### config.mk
export PLATFORM = sky130hd
export DESIGN_NAME = race_view_top
export DESIGN_NICKNAME = d
export VERILOG_FILES = /design/src/rtl/race_pkg.sv /design/src/rtl/vga_timing.sv /design/src/rtl/view_addr_gen.sv /design/src/rtl/pixel_mixer.sv /design/src/rtl/race_view_top.sv
export SDC_FILE = /design/constraint.sdc
export NUM_CORES = 1
export LEC_CHECK = 0
export BUFFER_PORTS_ARGS = -buffer_cell sky130_fd_sc_hd__buf_2
export CORE_MARGIN = 3
export CORE_UTILIZATION = 56
export DETAILED_ROUTE_END_ITERATION = 7
export GPL_ROUTABILITY_DRIVEN = 1
export PLACE_DENSITY = 0.79
export SKIP_CTS_REPAIR_TIMING = 1
export SYNTH_ARGS = -nofsm -noshare
export SYNTH_HDL_FRONTEND = slang
export SYNTH_SLANG_ARGS = --single-unit
### constraint.sdc
create_clock -name clk_25MHz -period 6.2 [get_ports clk_25MHz]
set_input_delay 1.55 -clock clk_25MHz [delete_from_list [all_inputs] [get_ports clk_25MHz]]
set_output_delay 1.55 -clock clk_25MHz [all_outputs]
set_load 0.005 [all_outputs]
### src/rtl/race_pkg.sv
`default_nettype none

package race_pkg;

    typedef logic [9:0]         pixel_coord_t;   // screen counter or world coordinate
    typedef logic signed [12:0] screen_coord_t;  // signed box arithmetic
    typedef logic [18:0]        map_addr_t;
    typedef logic [1:0]         map_index_t;

    typedef struct packed {
        logic [3:0] r;
        logic [3:0] g;
        logic [3:0] b;
    } rgb12_t;

    typedef struct packed {
        pixel_coord_t x;
        pixel_coord_t y;
    } player_pos_t;

    typedef struct packed {
        pixel_coord_t h_cnt;
        pixel_coord_t v_cnt;
        logic         valid;
        logic         hsync;  // active low
        logic         vsync;  // active low
    } scan_t;

    // one pixel's decisions, carried from address generation to the mixer
    typedef struct packed {
        logic valid;
        logic hsync;
        logic vsync;
        logic is_left;
        logic hud_separator;
        logic hud_area;
        logic minimap_area;
        logic separator;
        logic self_box;
        logic enemy_box;
        logic out_of_map;
        logic p1_dot;
        logic p2_dot;
        logic own_finish;
    } pixel_tag_t;

    // 640x480 at 60 Hz
    localparam pixel_coord_t H_VISIBLE = 10'd640;
    localparam pixel_coord_t H_FRONT   = 10'd16;
    localparam pixel_coord_t H_SYNC    = 10'd96;
    localparam pixel_coord_t H_BACK    = 10'd48;
    localparam pixel_coord_t H_TOTAL   = H_VISIBLE + H_FRONT + H_SYNC + H_BACK;
    localparam pixel_coord_t V_VISIBLE = 10'd480;
    localparam pixel_coord_t V_FRONT   = 10'd10;
    localparam pixel_coord_t V_SYNC    = 10'd2;
    localparam pixel_coord_t V_BACK    = 10'd33;
    localparam pixel_coord_t V_TOTAL   = V_VISIBLE + V_FRONT + V_SYNC + V_BACK;

    localparam pixel_coord_t HALF_WIDTH    = 10'd320;
    localparam pixel_coord_t HUD_TOP       = 10'd360;
    localparam pixel_coord_t MINIMAP_LEFT  = 10'd240;
    localparam pixel_coord_t MINIMAP_RIGHT = 10'd400;
    localparam pixel_coord_t MAP_WIDTH     = 10'd640;
    localparam pixel_coord_t MAP_HEIGHT    = 10'd480;
    localparam map_addr_t    MAP_CELLS     = map_addr_t'(MAP_WIDTH) * map_addr_t'(MAP_HEIGHT);
    localparam pixel_coord_t VIEW_OFFSET_X = 10'd40;
    localparam pixel_coord_t VIEW_OFFSET_Y = 10'd45;
    localparam int           ZOOM_SHIFT    = 2;  // 4x zoom

    // own car sits fixed in the middle of its half
    localparam pixel_coord_t  SELF_BOX_LEFT   = 10'd123;
    localparam pixel_coord_t  SELF_BOX_RIGHT  = 10'd197;
    localparam pixel_coord_t  SELF_BOX_TOP    = 10'd143;
    localparam pixel_coord_t  SELF_BOX_BOTTOM = 10'd217;
    localparam screen_coord_t CAR_CENTER_X    = 13'sd160;
    localparam screen_coord_t CAR_CENTER_Y    = 13'sd180;
    localparam screen_coord_t CAR_HALF        = 13'sd37;
    localparam screen_coord_t DOT_RADIUS      = 13'sd6;

    localparam rgb12_t COLOR_BLANK     = 12'h000;
    localparam rgb12_t COLOR_SEPARATOR = 12'hFFF;
    localparam rgb12_t COLOR_HUD       = 12'h444;
    localparam rgb12_t COLOR_OUT_BOUND = 12'h6B4;
    localparam rgb12_t COLOR_P1        = 12'hF00;
    localparam rgb12_t COLOR_P2        = 12'h00F;
    localparam rgb12_t COLOR_P1_WIN    = 12'hFAA;
    localparam rgb12_t COLOR_P2_WIN    = 12'hAAF;

    localparam rgb12_t COLOR_GRASS = 12'h4A2;
    localparam rgb12_t COLOR_ROAD  = 12'h777;
    localparam rgb12_t COLOR_CURB  = 12'hF44;
    localparam rgb12_t COLOR_LINE  = 12'hFFF;

    function automatic rgb12_t palette_color(input map_index_t idx);
        case (idx)
            2'd0:    return COLOR_GRASS;
            2'd1:    return COLOR_ROAD;
            2'd2:    return COLOR_CURB;
            default: return COLOR_LINE;
        endcase
    endfunction

endpackage

`default_nettype wire

### src/rtl/vga_timing.sv
`timescale 1ns/1ps
`default_nettype none

module vga_timing (
    input  wire              clk_25MHz,
    input  wire              rst,
    output race_pkg::scan_t  scan
);
    import race_pkg::*;

    pixel_coord_t h_next;
    pixel_coord_t v_next;
    logic         hsync_next;
    logic         vsync_next;

    // next counter position, so the sync levels line up with the counters
    always_comb begin
        h_next = scan.h_cnt + 10'd1;
        v_next = scan.v_cnt;
        if (scan.h_cnt == H_TOTAL - 10'd1) begin
            h_next = '0;
            if (scan.v_cnt == V_TOTAL - 10'd1) begin
                v_next = '0;
            end else begin
                v_next = scan.v_cnt + 10'd1;
            end
        end
    end

    assign hsync_next = !((h_next >= H_VISIBLE + H_FRONT) &&
                          (h_next <  H_VISIBLE + H_FRONT + H_SYNC));
    assign vsync_next = !((v_next >= V_VISIBLE + V_FRONT) &&
                          (v_next <  V_VISIBLE + V_FRONT + V_SYNC));

    always_ff @(posedge clk_25MHz) begin
        if (rst) begin
            scan.h_cnt <= '0;
            scan.v_cnt <= '0;
            scan.valid <= 1'b1;  // pixel (0,0) is visible
            scan.hsync <= 1'b1;
            scan.vsync <= 1'b1;
        end else begin
            scan.h_cnt <= h_next;
            scan.v_cnt <= v_next;
            scan.valid <= (h_next < H_VISIBLE) && (v_next < V_VISIBLE);
            scan.hsync <= hsync_next;
            scan.vsync <= vsync_next;
        end
    end

    // counters never leave the frame
    a_cnt_range: assert property (@(posedge clk_25MHz) disable iff (rst)
        (scan.h_cnt < H_TOTAL) && (scan.v_cnt < V_TOTAL));

endmodule

`default_nettype wire

### src/rtl/view_addr_gen.sv
`timescale 1ns/1ps
`default_nettype none

module view_addr_gen (
    input  wire                   clk_25MHz,
    input  wire                   rst,
    input  race_pkg::scan_t       scan,
    input  race_pkg::player_pos_t p1_pos,
    input  race_pkg::player_pos_t p2_pos,
    input  wire                   p1_finish,
    input  wire                   p2_finish,
    output race_pkg::map_addr_t   map_addr_view,
    output race_pkg::map_addr_t   map_addr_mini,
    output race_pkg::pixel_tag_t  tag
);
    import race_pkg::*;

    function automatic logic dot_hit(input pixel_coord_t mx, input pixel_coord_t my,
                                     input player_pos_t pos);
        screen_coord_t dx;
        screen_coord_t dy;
        dx = $signed({3'b000, mx}) - $signed({3'b000, pos.x});
        dy = $signed({3'b000, my}) - $signed({3'b000, pos.y});
        return (dx >= -DOT_RADIUS) && (dx <= DOT_RADIUS) &&
               (dy >= -DOT_RADIUS) && (dy <= DOT_RADIUS);
    endfunction

    logic          is_left;
    pixel_coord_t  rel_x;
    player_pos_t   own_pos;
    player_pos_t   enemy_pos;
    pixel_coord_t  world_x;
    pixel_coord_t  world_y;
    logic          out_of_map;
    logic          minimap_area;
    pixel_coord_t  mini_x;
    pixel_coord_t  mini_y;
    screen_coord_t diff_x;
    screen_coord_t diff_y;
    screen_coord_t enemy_cx;
    screen_coord_t enemy_cy;
    screen_coord_t scr_x;
    screen_coord_t scr_y;
    logic          self_box;
    logic          enemy_box;
    map_addr_t     view_addr;
    map_addr_t     mini_addr;

    // left half follows player 1, right half player 2
    assign is_left   = scan.h_cnt < HALF_WIDTH;
    assign rel_x     = is_left ? scan.h_cnt : scan.h_cnt - HALF_WIDTH;
    assign own_pos   = is_left ? p1_pos : p2_pos;
    assign enemy_pos = is_left ? p2_pos : p1_pos;

    // window centred on own car, wraps at 10 bits
    assign world_x    = (rel_x >> ZOOM_SHIFT) + own_pos.x - VIEW_OFFSET_X;
    assign world_y    = (scan.v_cnt >> ZOOM_SHIFT) + own_pos.y - VIEW_OFFSET_Y;
    assign out_of_map = (world_x >= MAP_WIDTH) || (world_y >= MAP_HEIGHT);
    assign view_addr  = out_of_map ? '0 :
                        map_addr_t'(world_y) * map_addr_t'(MAP_WIDTH) + map_addr_t'(world_x);

    assign minimap_area = (scan.h_cnt >= MINIMAP_LEFT) && (scan.h_cnt < MINIMAP_RIGHT) &&
                          (scan.v_cnt >= HUD_TOP);
    assign mini_x    = (scan.h_cnt - MINIMAP_LEFT) << ZOOM_SHIFT;  // minimap shrinks 4x
    assign mini_y    = (scan.v_cnt - HUD_TOP) << ZOOM_SHIFT;
    assign mini_addr = minimap_area ?
                       map_addr_t'(mini_y) * map_addr_t'(MAP_WIDTH) + map_addr_t'(mini_x) : '0;

    assign self_box = (rel_x >= SELF_BOX_LEFT) && (rel_x <= SELF_BOX_RIGHT) &&
                      (scan.v_cnt >= SELF_BOX_TOP) && (scan.v_cnt <= SELF_BOX_BOTTOM);

    // enemy offset scaled by the zoom, may fall far off screen
    assign diff_x   = $signed({3'b000, enemy_pos.x}) - $signed({3'b000, own_pos.x});
    assign diff_y   = $signed({3'b000, enemy_pos.y}) - $signed({3'b000, own_pos.y});
    assign enemy_cx = CAR_CENTER_X + (diff_x <<< ZOOM_SHIFT);
    assign enemy_cy = CAR_CENTER_Y + (diff_y <<< ZOOM_SHIFT);
    assign scr_x    = $signed({3'b000, rel_x});
    assign scr_y    = $signed({3'b000, scan.v_cnt});

    assign enemy_box = (scr_x >= enemy_cx - CAR_HALF) && (scr_x <= enemy_cx + CAR_HALF) &&
                       (scr_y >= enemy_cy - CAR_HALF) && (scr_y <= enemy_cy + CAR_HALF);

    always_ff @(posedge clk_25MHz) begin
        if (rst) begin
            map_addr_view <= '0;
            map_addr_mini <= '0;
            tag           <= '0;
            tag.hsync     <= 1'b1;
            tag.vsync     <= 1'b1;
        end else begin
            map_addr_view     <= view_addr;
            map_addr_mini     <= mini_addr;
            tag.valid         <= scan.valid;
            tag.hsync         <= scan.hsync;
            tag.vsync         <= scan.vsync;
            tag.is_left       <= is_left;
            tag.hud_separator <= (scan.v_cnt == HUD_TOP - 10'd1) || (scan.v_cnt == HUD_TOP);
            tag.hud_area      <= scan.v_cnt >= HUD_TOP;
            tag.minimap_area  <= minimap_area;
            tag.separator     <= (scan.h_cnt == HALF_WIDTH - 10'd1) ||
                                 (scan.h_cnt == HALF_WIDTH);
            tag.self_box      <= self_box;
            tag.enemy_box     <= enemy_box;
            tag.out_of_map    <= out_of_map;
            tag.p1_dot        <= minimap_area && dot_hit(mini_x, mini_y, p1_pos);
            tag.p2_dot        <= minimap_area && dot_hit(mini_x, mini_y, p2_pos);
            tag.own_finish    <= is_left ? p1_finish : p2_finish;
        end
    end

    a_view_addr_in_map: assert property (@(posedge clk_25MHz) disable iff (rst)
        map_addr_view < MAP_CELLS);

endmodule

`default_nettype wire

### src/rtl/pixel_mixer.sv
`timescale 1ns/1ps
`default_nettype none

module pixel_mixer (
    input  wire                  clk_25MHz,
    input  wire                  rst,
    input  race_pkg::pixel_tag_t tag,
    input  race_pkg::map_index_t map_data_view,
    input  race_pkg::map_index_t map_data_mini,
    output race_pkg::rgb12_t     color,
    output logic                 hsync,
    output logic                 vsync
);
    import race_pkg::*;

    pixel_tag_t tag_d;  // lines up with the memory data
    rgb12_t     own_color;
    rgb12_t     enemy_color;
    rgb12_t     win_color;
    rgb12_t     pick;

    always_ff @(posedge clk_25MHz) begin
        if (rst) begin
            tag_d       <= '0;
            tag_d.hsync <= 1'b1;
            tag_d.vsync <= 1'b1;
        end else begin
            tag_d <= tag;
        end
    end

    assign own_color   = tag_d.is_left ? COLOR_P1 : COLOR_P2;
    assign enemy_color = tag_d.is_left ? COLOR_P2 : COLOR_P1;
    assign win_color   = tag_d.is_left ? COLOR_P1_WIN : COLOR_P2_WIN;

    // first match wins
    always_comb begin
        if (!tag_d.valid) begin
            pick = COLOR_BLANK;
        end else if (tag_d.hud_separator) begin
            pick = COLOR_SEPARATOR;
        end else if (tag_d.hud_area) begin
            if (tag_d.p1_dot) begin
                pick = COLOR_P1;  // red on top where dots overlap
            end else if (tag_d.p2_dot) begin
                pick = COLOR_P2;
            end else if (tag_d.minimap_area) begin
                pick = palette_color(map_data_mini);
            end else begin
                pick = COLOR_HUD;
            end
        end else if (tag_d.separator) begin
            pick = COLOR_SEPARATOR;
        end else if (tag_d.own_finish) begin
            pick = win_color;  // whole half tinted
        end else if (tag_d.self_box) begin
            pick = own_color;
        end else if (tag_d.enemy_box) begin
            pick = enemy_color;
        end else if (tag_d.out_of_map) begin
            pick = COLOR_OUT_BOUND;
        end else begin
            pick = palette_color(map_data_view);
        end
    end

    always_ff @(posedge clk_25MHz) begin
        if (rst) begin
            color <= COLOR_BLANK;
            hsync <= 1'b1;
            vsync <= 1'b1;
        end else begin
            color <= pick;
            hsync <= tag_d.hsync;  // syncs ride with the colour
            vsync <= tag_d.vsync;
        end
    end

    // blanking reaches the pins as black one cycle later
    a_blank_black: assert property (@(posedge clk_25MHz) disable iff (rst)
        !tag_d.valid |=> (color == COLOR_BLANK));

endmodule

`default_nettype wire

### src/rtl/race_view_top.sv
`timescale 1ns/1ps
`default_nettype none

module race_view_top (
    input  wire                   clk_25MHz,
    input  wire                   rst,
    input  race_pkg::player_pos_t p1_pos,
    input  race_pkg::player_pos_t p2_pos,
    input  wire                   p1_finish,
    input  wire                   p2_finish,
    input  race_pkg::map_index_t  map_data_view,
    input  race_pkg::map_index_t  map_data_mini,
    output race_pkg::map_addr_t   map_addr_view,
    output race_pkg::map_addr_t   map_addr_mini,
    output wire [3:0]             vga_red,
    output wire [3:0]             vga_green,
    output wire [3:0]             vga_blue,
    output wire                   hsync,
    output wire                   vsync
);
    import race_pkg::*;

    scan_t      scan;
    pixel_tag_t tag;
    rgb12_t     color;

    vga_timing u_timing (
        .clk_25MHz (clk_25MHz),
        .rst       (rst),
        .scan      (scan)
    );

    // addresses leave for the external map memory here
    view_addr_gen u_addr (
        .clk_25MHz     (clk_25MHz),
        .rst           (rst),
        .scan          (scan),
        .p1_pos        (p1_pos),
        .p2_pos        (p2_pos),
        .p1_finish     (p1_finish),
        .p2_finish     (p2_finish),
        .map_addr_view (map_addr_view),
        .map_addr_mini (map_addr_mini),
        .tag           (tag)
    );

    pixel_mixer u_mixer (
        .clk_25MHz     (clk_25MHz),
        .rst           (rst),
        .tag           (tag),
        .map_data_view (map_data_view),
        .map_data_mini (map_data_mini),
        .color         (color),
        .hsync         (hsync),
        .vsync         (vsync)
    );

    assign vga_red   = color.r;
    assign vga_green = color.g;
    assign vga_blue  = color.b;

endmodule

`default_nettype wire

==> out/metrics.csv, run 1 <==
stage,metric,value,unit
pwr,Final Total Pwr,2.37,mW
placed_design,pre-CTS setup slack,-0.177,ns
placed_design,Inst Count DP,1853,
synthesis,Main synth FF type,dfxtp_1,
route,remaining antenna violation count after routing,0,
route,wire per inst,16.6,µm
synthesis,Synth Cell Area,11600,µm²
die,# IOs,100,
worst_setup_path,crit path max fanout,4,
synthesis,ys async rst share,0,
sta,fin worst setup slack,0.288,ns
placed_design,RePlAce Congestion,0.950,
worst_setup_path,CP Launch Type,input pin,
synthesis,sequential area share after synthesis,0.174,
status,status,finished clean,
worst_setup_path,Crit path max-delay family,compound AO/OA/AOI/OAI gates,
job,max_cap viols,0,
die,die area,22500,µm²
grt,GRT Total Usage,0.275,
grt,initial antenna violation count,0,
placed_design,DP HPWL,25000,µm
route,drt drc,0,
die,initial core utilization,0.572,
pwr,pwr/cell area,184,nW/µm²
synthesis,Post-synth EDFFs,0,
sta,final slew viol count,0,
route,Routed WL,30900,µm
sta,fmax,169,MHz
clock_tree,Num CTS Buffers,9,
sta,Fin Clk Skew,0.0179,ns
clock_tree,CTS Root Cell,clkbuf_16,
worst_setup_path,crit path DAT,6.21,ns
clock_tree,CTS max path bufs,2,
worst_setup_path,CP Capture Type,register,
finish,final cell count without fillers,1869,
clock_tree,"CTS clk-pin slew, worst paths",0.08,ns
route,drt pass-1 iters,5,
pwr,total leakage power,6.06,nW
route,Vias/cell,5.83,
sta,worst slew pin tran,0.869,ns
die,chip height,150,µm
grt,vias in the first global route,10300,
placed_design,PortBufs,97,
grt,GRT overflow,0,
finish,Area growth syn-to-layout,10.9,%
synthesis,"Avg Cell Area, Syn",7.80,µm²
worst_setup_path,slowest CP cell,or4_1,
grt,global-route wire length before repair,50400,µm
die,Die X,150,µm
clock_tree,Num Clock Sinks,101,
sta,endpoints failing setup,0,
clock_tree,htree depth,3,
sta,post-layout min period,5.91,ns
synthesis,Yosys reg bits,101,
worst_setup_path,Crit path buffers/inverters,2,
sta,Fin. Hold Viols,0,
route,Initial DRC Count,828,
grt,largest net degree at the start of global routing,37,
finish,nets,1825,
finish,layout cell share with drive strength beyond 1,0.135,
worst_setup_path,"slowest stage delay, CP",0.51,ns
worst_setup_path,WS Path Type,in2reg,
synthesis,Synth cell types,98,
route,Vias,10900,
die,Rows,52,
die,placeable core region,20300,µm²
worst_setup_path,Critical Path RT,6.50,ns
synthesis,Synth Warn #,0,
worst_setup_path,Worst path most repeated cell,ha_1,
hold_path,Hold WC Path Type,reg2reg,
finish,ant diodes,0,
clock_tree,CTS tree,done,
clock_tree,Clock Latency Late Sink,0.35,ns
sta,post-route setup TNS,0,ns
sta,Final period util,0.953,
sta,Slew HR,0.421,
pwr,Peak VDD IR,0.132,mV
synthesis,synthesized instance count,1489,
-- per-layer routing --
metal	routed length, µm	part of all wire	global-route usage	vias up
met5	0	0	0	-
met4	845	0.027	0.0814	0
met3	1980	0.064	0.0303	58
met2	14200	0.46	0.458	379
met1	13900	0.45	0.374	5030
li1	-	-	-	5421
-- report_power, final --
part / switching, mW / total, mW / internal (mW)
combinational: 0.634 / 1.14 / 0.501
clock: 0.270 / 0.551 / 0.282
sequential: 0.0112 / 0.686 / 0.675
-- worst reg2reg max path: cells and delay by family (launching register included) --
| kind | cells | cell delay [ns] |
|---|---|---|
| XOR/XNOR | 2 | 0.31 |
| flip-flops | 1 | 0.38 |
| AND/OR/NAND/NOR | 10 | 1.90 |
| AO/OA/AOI/OAI | 6 | 1.11 |
| adder cells (fa/ha/maj) | 4 | 1.06 |
| buffers and inverters | 6 | 0.83 |
-- worst paths after layout --
check | endpoint | startpoint | slack (ns) | cells past startpoint
worst max register to register | u_addr.map_addr_view[17]$_SDFF_PP0_ | u_timing.scan[20]$_SDFF_PP0_ | 0.49 | 28
worst max-delay path | u_addr.tag[4]$_SDFF_PP0_ | p1_pos[10] | 0.29 | 26
worst min register to register | u_mixer.tag_d[11]$_SDFF_PP1_ | u_addr.tag[11]$_SDFF_PP1_ | 0.41 | 1
worst min-delay path | u_mixer.tag_d[11]$_SDFF_PP1_ | u_addr.tag[11]$_SDFF_PP1_ | 0.41 | 1
-- state kept, by name, indices dropped and copies added, names as in the netlist --
signal,flops
u_mixer.color,12
u_timing.scan,23
u_addr.tag,14
u_mixer.tag_d,14
u_mixer.vsync,1
u_addr.map_addr_view,19
u_addr.map_addr_mini,17
u_mixer.hsync,1
-- cells in the final DEF, fill, tap and decap left out, types with 21 or more instances in the layout --
| master | count |
|---|---|
| ha_1 | 177 |
| inv_1 | 151 |
| nor2_1 | 133 |
| a21oi_1 | 123 |
| xnor2_1 | 122 |
| dfxtp_1 | 100 |
| buf_2 | 97 |
| nand2_1 | 72 |
| o21ai_0 | 51 |
| nor2b_1 | 45 |
| nand3_1 | 43 |
| o21bai_1 | 37 |
| buf_4 | 35 |
| nor3_1 | 34 |
| xor2_1 | 33 |
| nand2b_1 | 29 |
| a21o_1 | 21 |
-- synth_stat cells (all sizes together) (4+ instances only) --
master   count  area (µm²)
a211oi      16         125
a21o        25         193
a21oi      127         643
a22oi        8        60.1
a31o         4        35.0
a31oi       19         131
and2         6        38.8
and2b        6        50.0
and3        16         100
buf         13        98.8
clkbuf      28         125
dfxtp      101        2020
fa           5         100
ha         178        2230
inv        153         574
maj3        12         121
mux2i        5        50.1
nand2       73         277
nand2b      30         195
nand3       43         215
nand3b       4        30.0
nand4       14        87.6
nor2       134         510
nor2b       47         294
nor3        35         180
nor3b       10        75.1
nor4        15         106
o2111a       4        46.3
o2111ai      4        35.0
o211a        4        40.0
o211ai       4        30.0
o21a         9        67.6
o21ai       52         260
o21bai      37         278
o221ai       5        43.8
o22ai        6        37.5
o31ai        5        51.3
or2         10        62.6
or3          5        31.3
or4          7        52.6
or4b         4        40.0
xnor2      125        1100
xor2        36         342
-- logic make-up (layout without fill, tap and decap cells) --
family          count (synthesis)  count (layout)  share of synthesized area
flops                         101             101                      0.174
mux                             8               8                    0.00722
compound gates                361             361                      0.206
buf+inv                       195             304                     0.0690
simple gates                  467             467                      0.208
other cells                     1               2                   0.000323
xor+xnor                      161             161                      0.124
fa+ha+maj                     195             195                      0.211
-- through the flow --
stage	instance area [µm²]	util	hold slack, ns
floorplan	11600	-	0.389
global placement	12500	0.617	0.391
detailed placement	12500	0.617	0.393
CTS	12800	0.632	0.419
global route	12900	0.635	0.431
finish	12900	0.635	0.410
-- layout make-up --
cell class	instances	area, µm²
clock inverters	7	66.3
flip-flops and latches	101	2020
inverters	154	578
repair buffers	134	788
multi-input cells	1194	8860
clock buffers	9	225
fillers	1816	7420
well taps	270	338
Power figures use the tool's default switching activity.
==> run 2: changes to the inputs <==
BUFFER_PORTS_ARGS = -buffer_cell sky130_fd_sc_hd__clkbuf_2   (was -buffer_cell sky130_fd_sc_hd__buf_2)
CTS_CLUSTER_DIAMETER = 200   (was default)
==> run 2 against run 1 <==
Via count hardly changed. Highest routed layer unchanged. Largest power group unchanged. Count of clock-buffer cells in the layout did not move. Clock skew fell by 0.0013 ns. Critical path type unchanged. Final cell count down 0.11%. Wire length down 2.3%. Sequential power about the same. Critical endpoint unchanged. Cell area is essentially flat. Worst hold slack improved by 0.0026 ns. Core utilization about the same. Largest cell class unchanged. Non-clock buffer count shrank 2. Critical path depth is 1 higher. Combinational power barely moved.
==> out/metrics.csv, run 2 (synthesized netlist as in run 1, its figures left out) <==
stage,metric,value,unit
worst_setup_path,"slowest stage delay, CP",0.52,ns
clock_tree,htree depth,3,
finish,Reg area,2020,µm²
pwr,Peak VDD IR,0.151,mV
clock_tree,Num CTS Buffers,9,
sta,worst slew pin tran,0.823,ns
die,die area,22500,µm²
route,wire per inst,16.2,µm
worst_setup_path,Critical Path RT,6.50,ns
route,drt pass-1 iters,6,
sta,fin worst setup slack,0.371,ns
die,placeable core region,20300,µm²
finish,ant diodes,0,
grt,GRT overflow,0,
placed_design,pre-CTS setup slack,-0.117,ns
sta,Slew HR,0.451,
route,drt drc,0,
worst_setup_path,CP Launch Type,input pin,
finish,"commonest cells after routing, fill and taps aside","ha_1, inv_1, nor2_1",
worst_setup_path,slowest CP cell,or4_1,
finish,Final Cell Area,12900,µm²
pwr,pwr/cell area,186,nW/µm²
job,max_cap viols,0,
finish,Layout fillers,1820,
sta,final slew viol count,0,
die,# IOs,100,
grt,global-route wire length before repair,49900,µm
clock_tree,"CTS clk-pin slew, worst paths",0.08,ns
clock_tree,CTS max path bufs,2,
clock_tree,Num Clock Sinks,101,
finish,Area growth syn-to-layout,10.9,%
worst_setup_path,crit path DAT,6.13,ns
finish,Reg with most FFs,u_timing.scan,
die,initial core utilization,0.572,
die,Die X,150,µm
finish,nets,1823,
worst_setup_path,CP Capture Type,register,
clock_tree,CTS tree,done,
sta,RSZ-0062 raised after global routing,no,
placed_design,RePlAce Congestion,0.949,
sta,Fin. Hold Viols,0,
finish,Top Registers,"u_timing.scan (23), u_addr.map_addr_view (19), u_addr.map_addr_mini (17)",
grt,largest net degree at the start of global routing,45,
grt,vias in the first global route,10300,
placed_design,placed cell areas,12500,µm²
die,Rows,52,
sta,Fin Clk Skew,0.0166,ns
route,remaining antenna violation count after routing,0,
finish,multi-input logic area,8860,µm²
sta,Final period util,0.940,
finish,layout cell share with drive strength beyond 1,0.135,
worst_setup_path,WS Path Type,in2reg,
grt,initial antenna violation count,0,
worst_setup_path,Crit path buffers/inverters,2,
placed_design,DP HPWL,24500,µm
grt,GRT Total Usage,0.270,
worst_setup_path,Crit path max-delay family,compound AO/OA/AOI/OAI gates,
sta,fmax,172,MHz
sta,endpoints failing setup,0,
status,status,finished clean,
sta,post-layout min period,5.83,ns
route,Vias,10900,
finish,"most common cell after layout, fill and taps aside",ha_1,
pwr,total leakage power,6.03,nW
finish,final core occ,0.635,
finish,number of flip-flops under the largest register name,23,
worst_setup_path,Worst path most repeated cell,o21ai_0,
placed_design,PortBufs,97,
route,Routed WL,30200,µm
worst_setup_path,crit path max fanout,3,
clock_tree,Clock Latency Late Sink,0.35,ns
clock_tree,CTS Root Cell,clkbuf_16,
route,Vias/cell,5.83,
die,chip height,150,µm
hold_path,Hold WC Path Type,reg2reg,
route,Initial DRC Count,857,
## run 2: per-stage QoR
stage	hold slack, ns	total power [mW]	TNS, ns	instances
finish	0.412	2.39	0	1867
global route	0.430	2.56	0	1867
CTS	0.414	2.38	0	1867
detailed placement	0.394	1.80	-0.117	1851
global placement	0.391	1.77	-0.0174	1851
floorplan	0.389	1.53	0	1490
## run 2: layout make-up
type                            instances  area share
Clock inverter                          7     0.00670
Timing Repair Buffer                  132      0.0600
Tap cell                              270      0.0262
Clock buffer                            9      0.0175
Inverter                              154      0.0449
Multi-Input combinational cell       1194       0.688
Sequential cell                       101       0.157
## run 2: power by group
part | switching, mW | internal [mW]
Clock | 0.285 | 0.289
Sequential | 0.0122 | 0.675
Combinational | 0.632 | 0.498
## run 2: final timing paths
path / start / endpoint / slack [ns] / cells past startpoint
worst min-delay path: u_addr.tag[11]$_SDFF_PP1_ / u_mixer.tag_d[11]$_SDFF_PP1_ / 0.41 / 1
worst max register to register: u_timing.scan[20]$_SDFF_PP0_ / u_addr.map_addr_view[18]$_SDFF_PP0_ / 0.46 / 25
worst min register to register: u_addr.tag[11]$_SDFF_PP1_ / u_mixer.tag_d[11]$_SDFF_PP1_ / 0.41 / 1
worst max-delay path: p2_pos[10] / u_addr.tag[4]$_SDFF_PP0_ / 0.37 / 27
## run 2: layer usage
| metal | GRT usage | part of all wire | vias to the layer above |
|---|---|---|---|
| met5 | 0 | 0 | - |
| met4 | 0.0833 | 0.026 | 0 |
| met3 | 0.0297 | 0.065 | 65 |
| met2 | 0.447 | 0.45 | 391 |
| met1 | 0.369 | 0.46 | 5023 |
| li1 | - | - | 5410 |
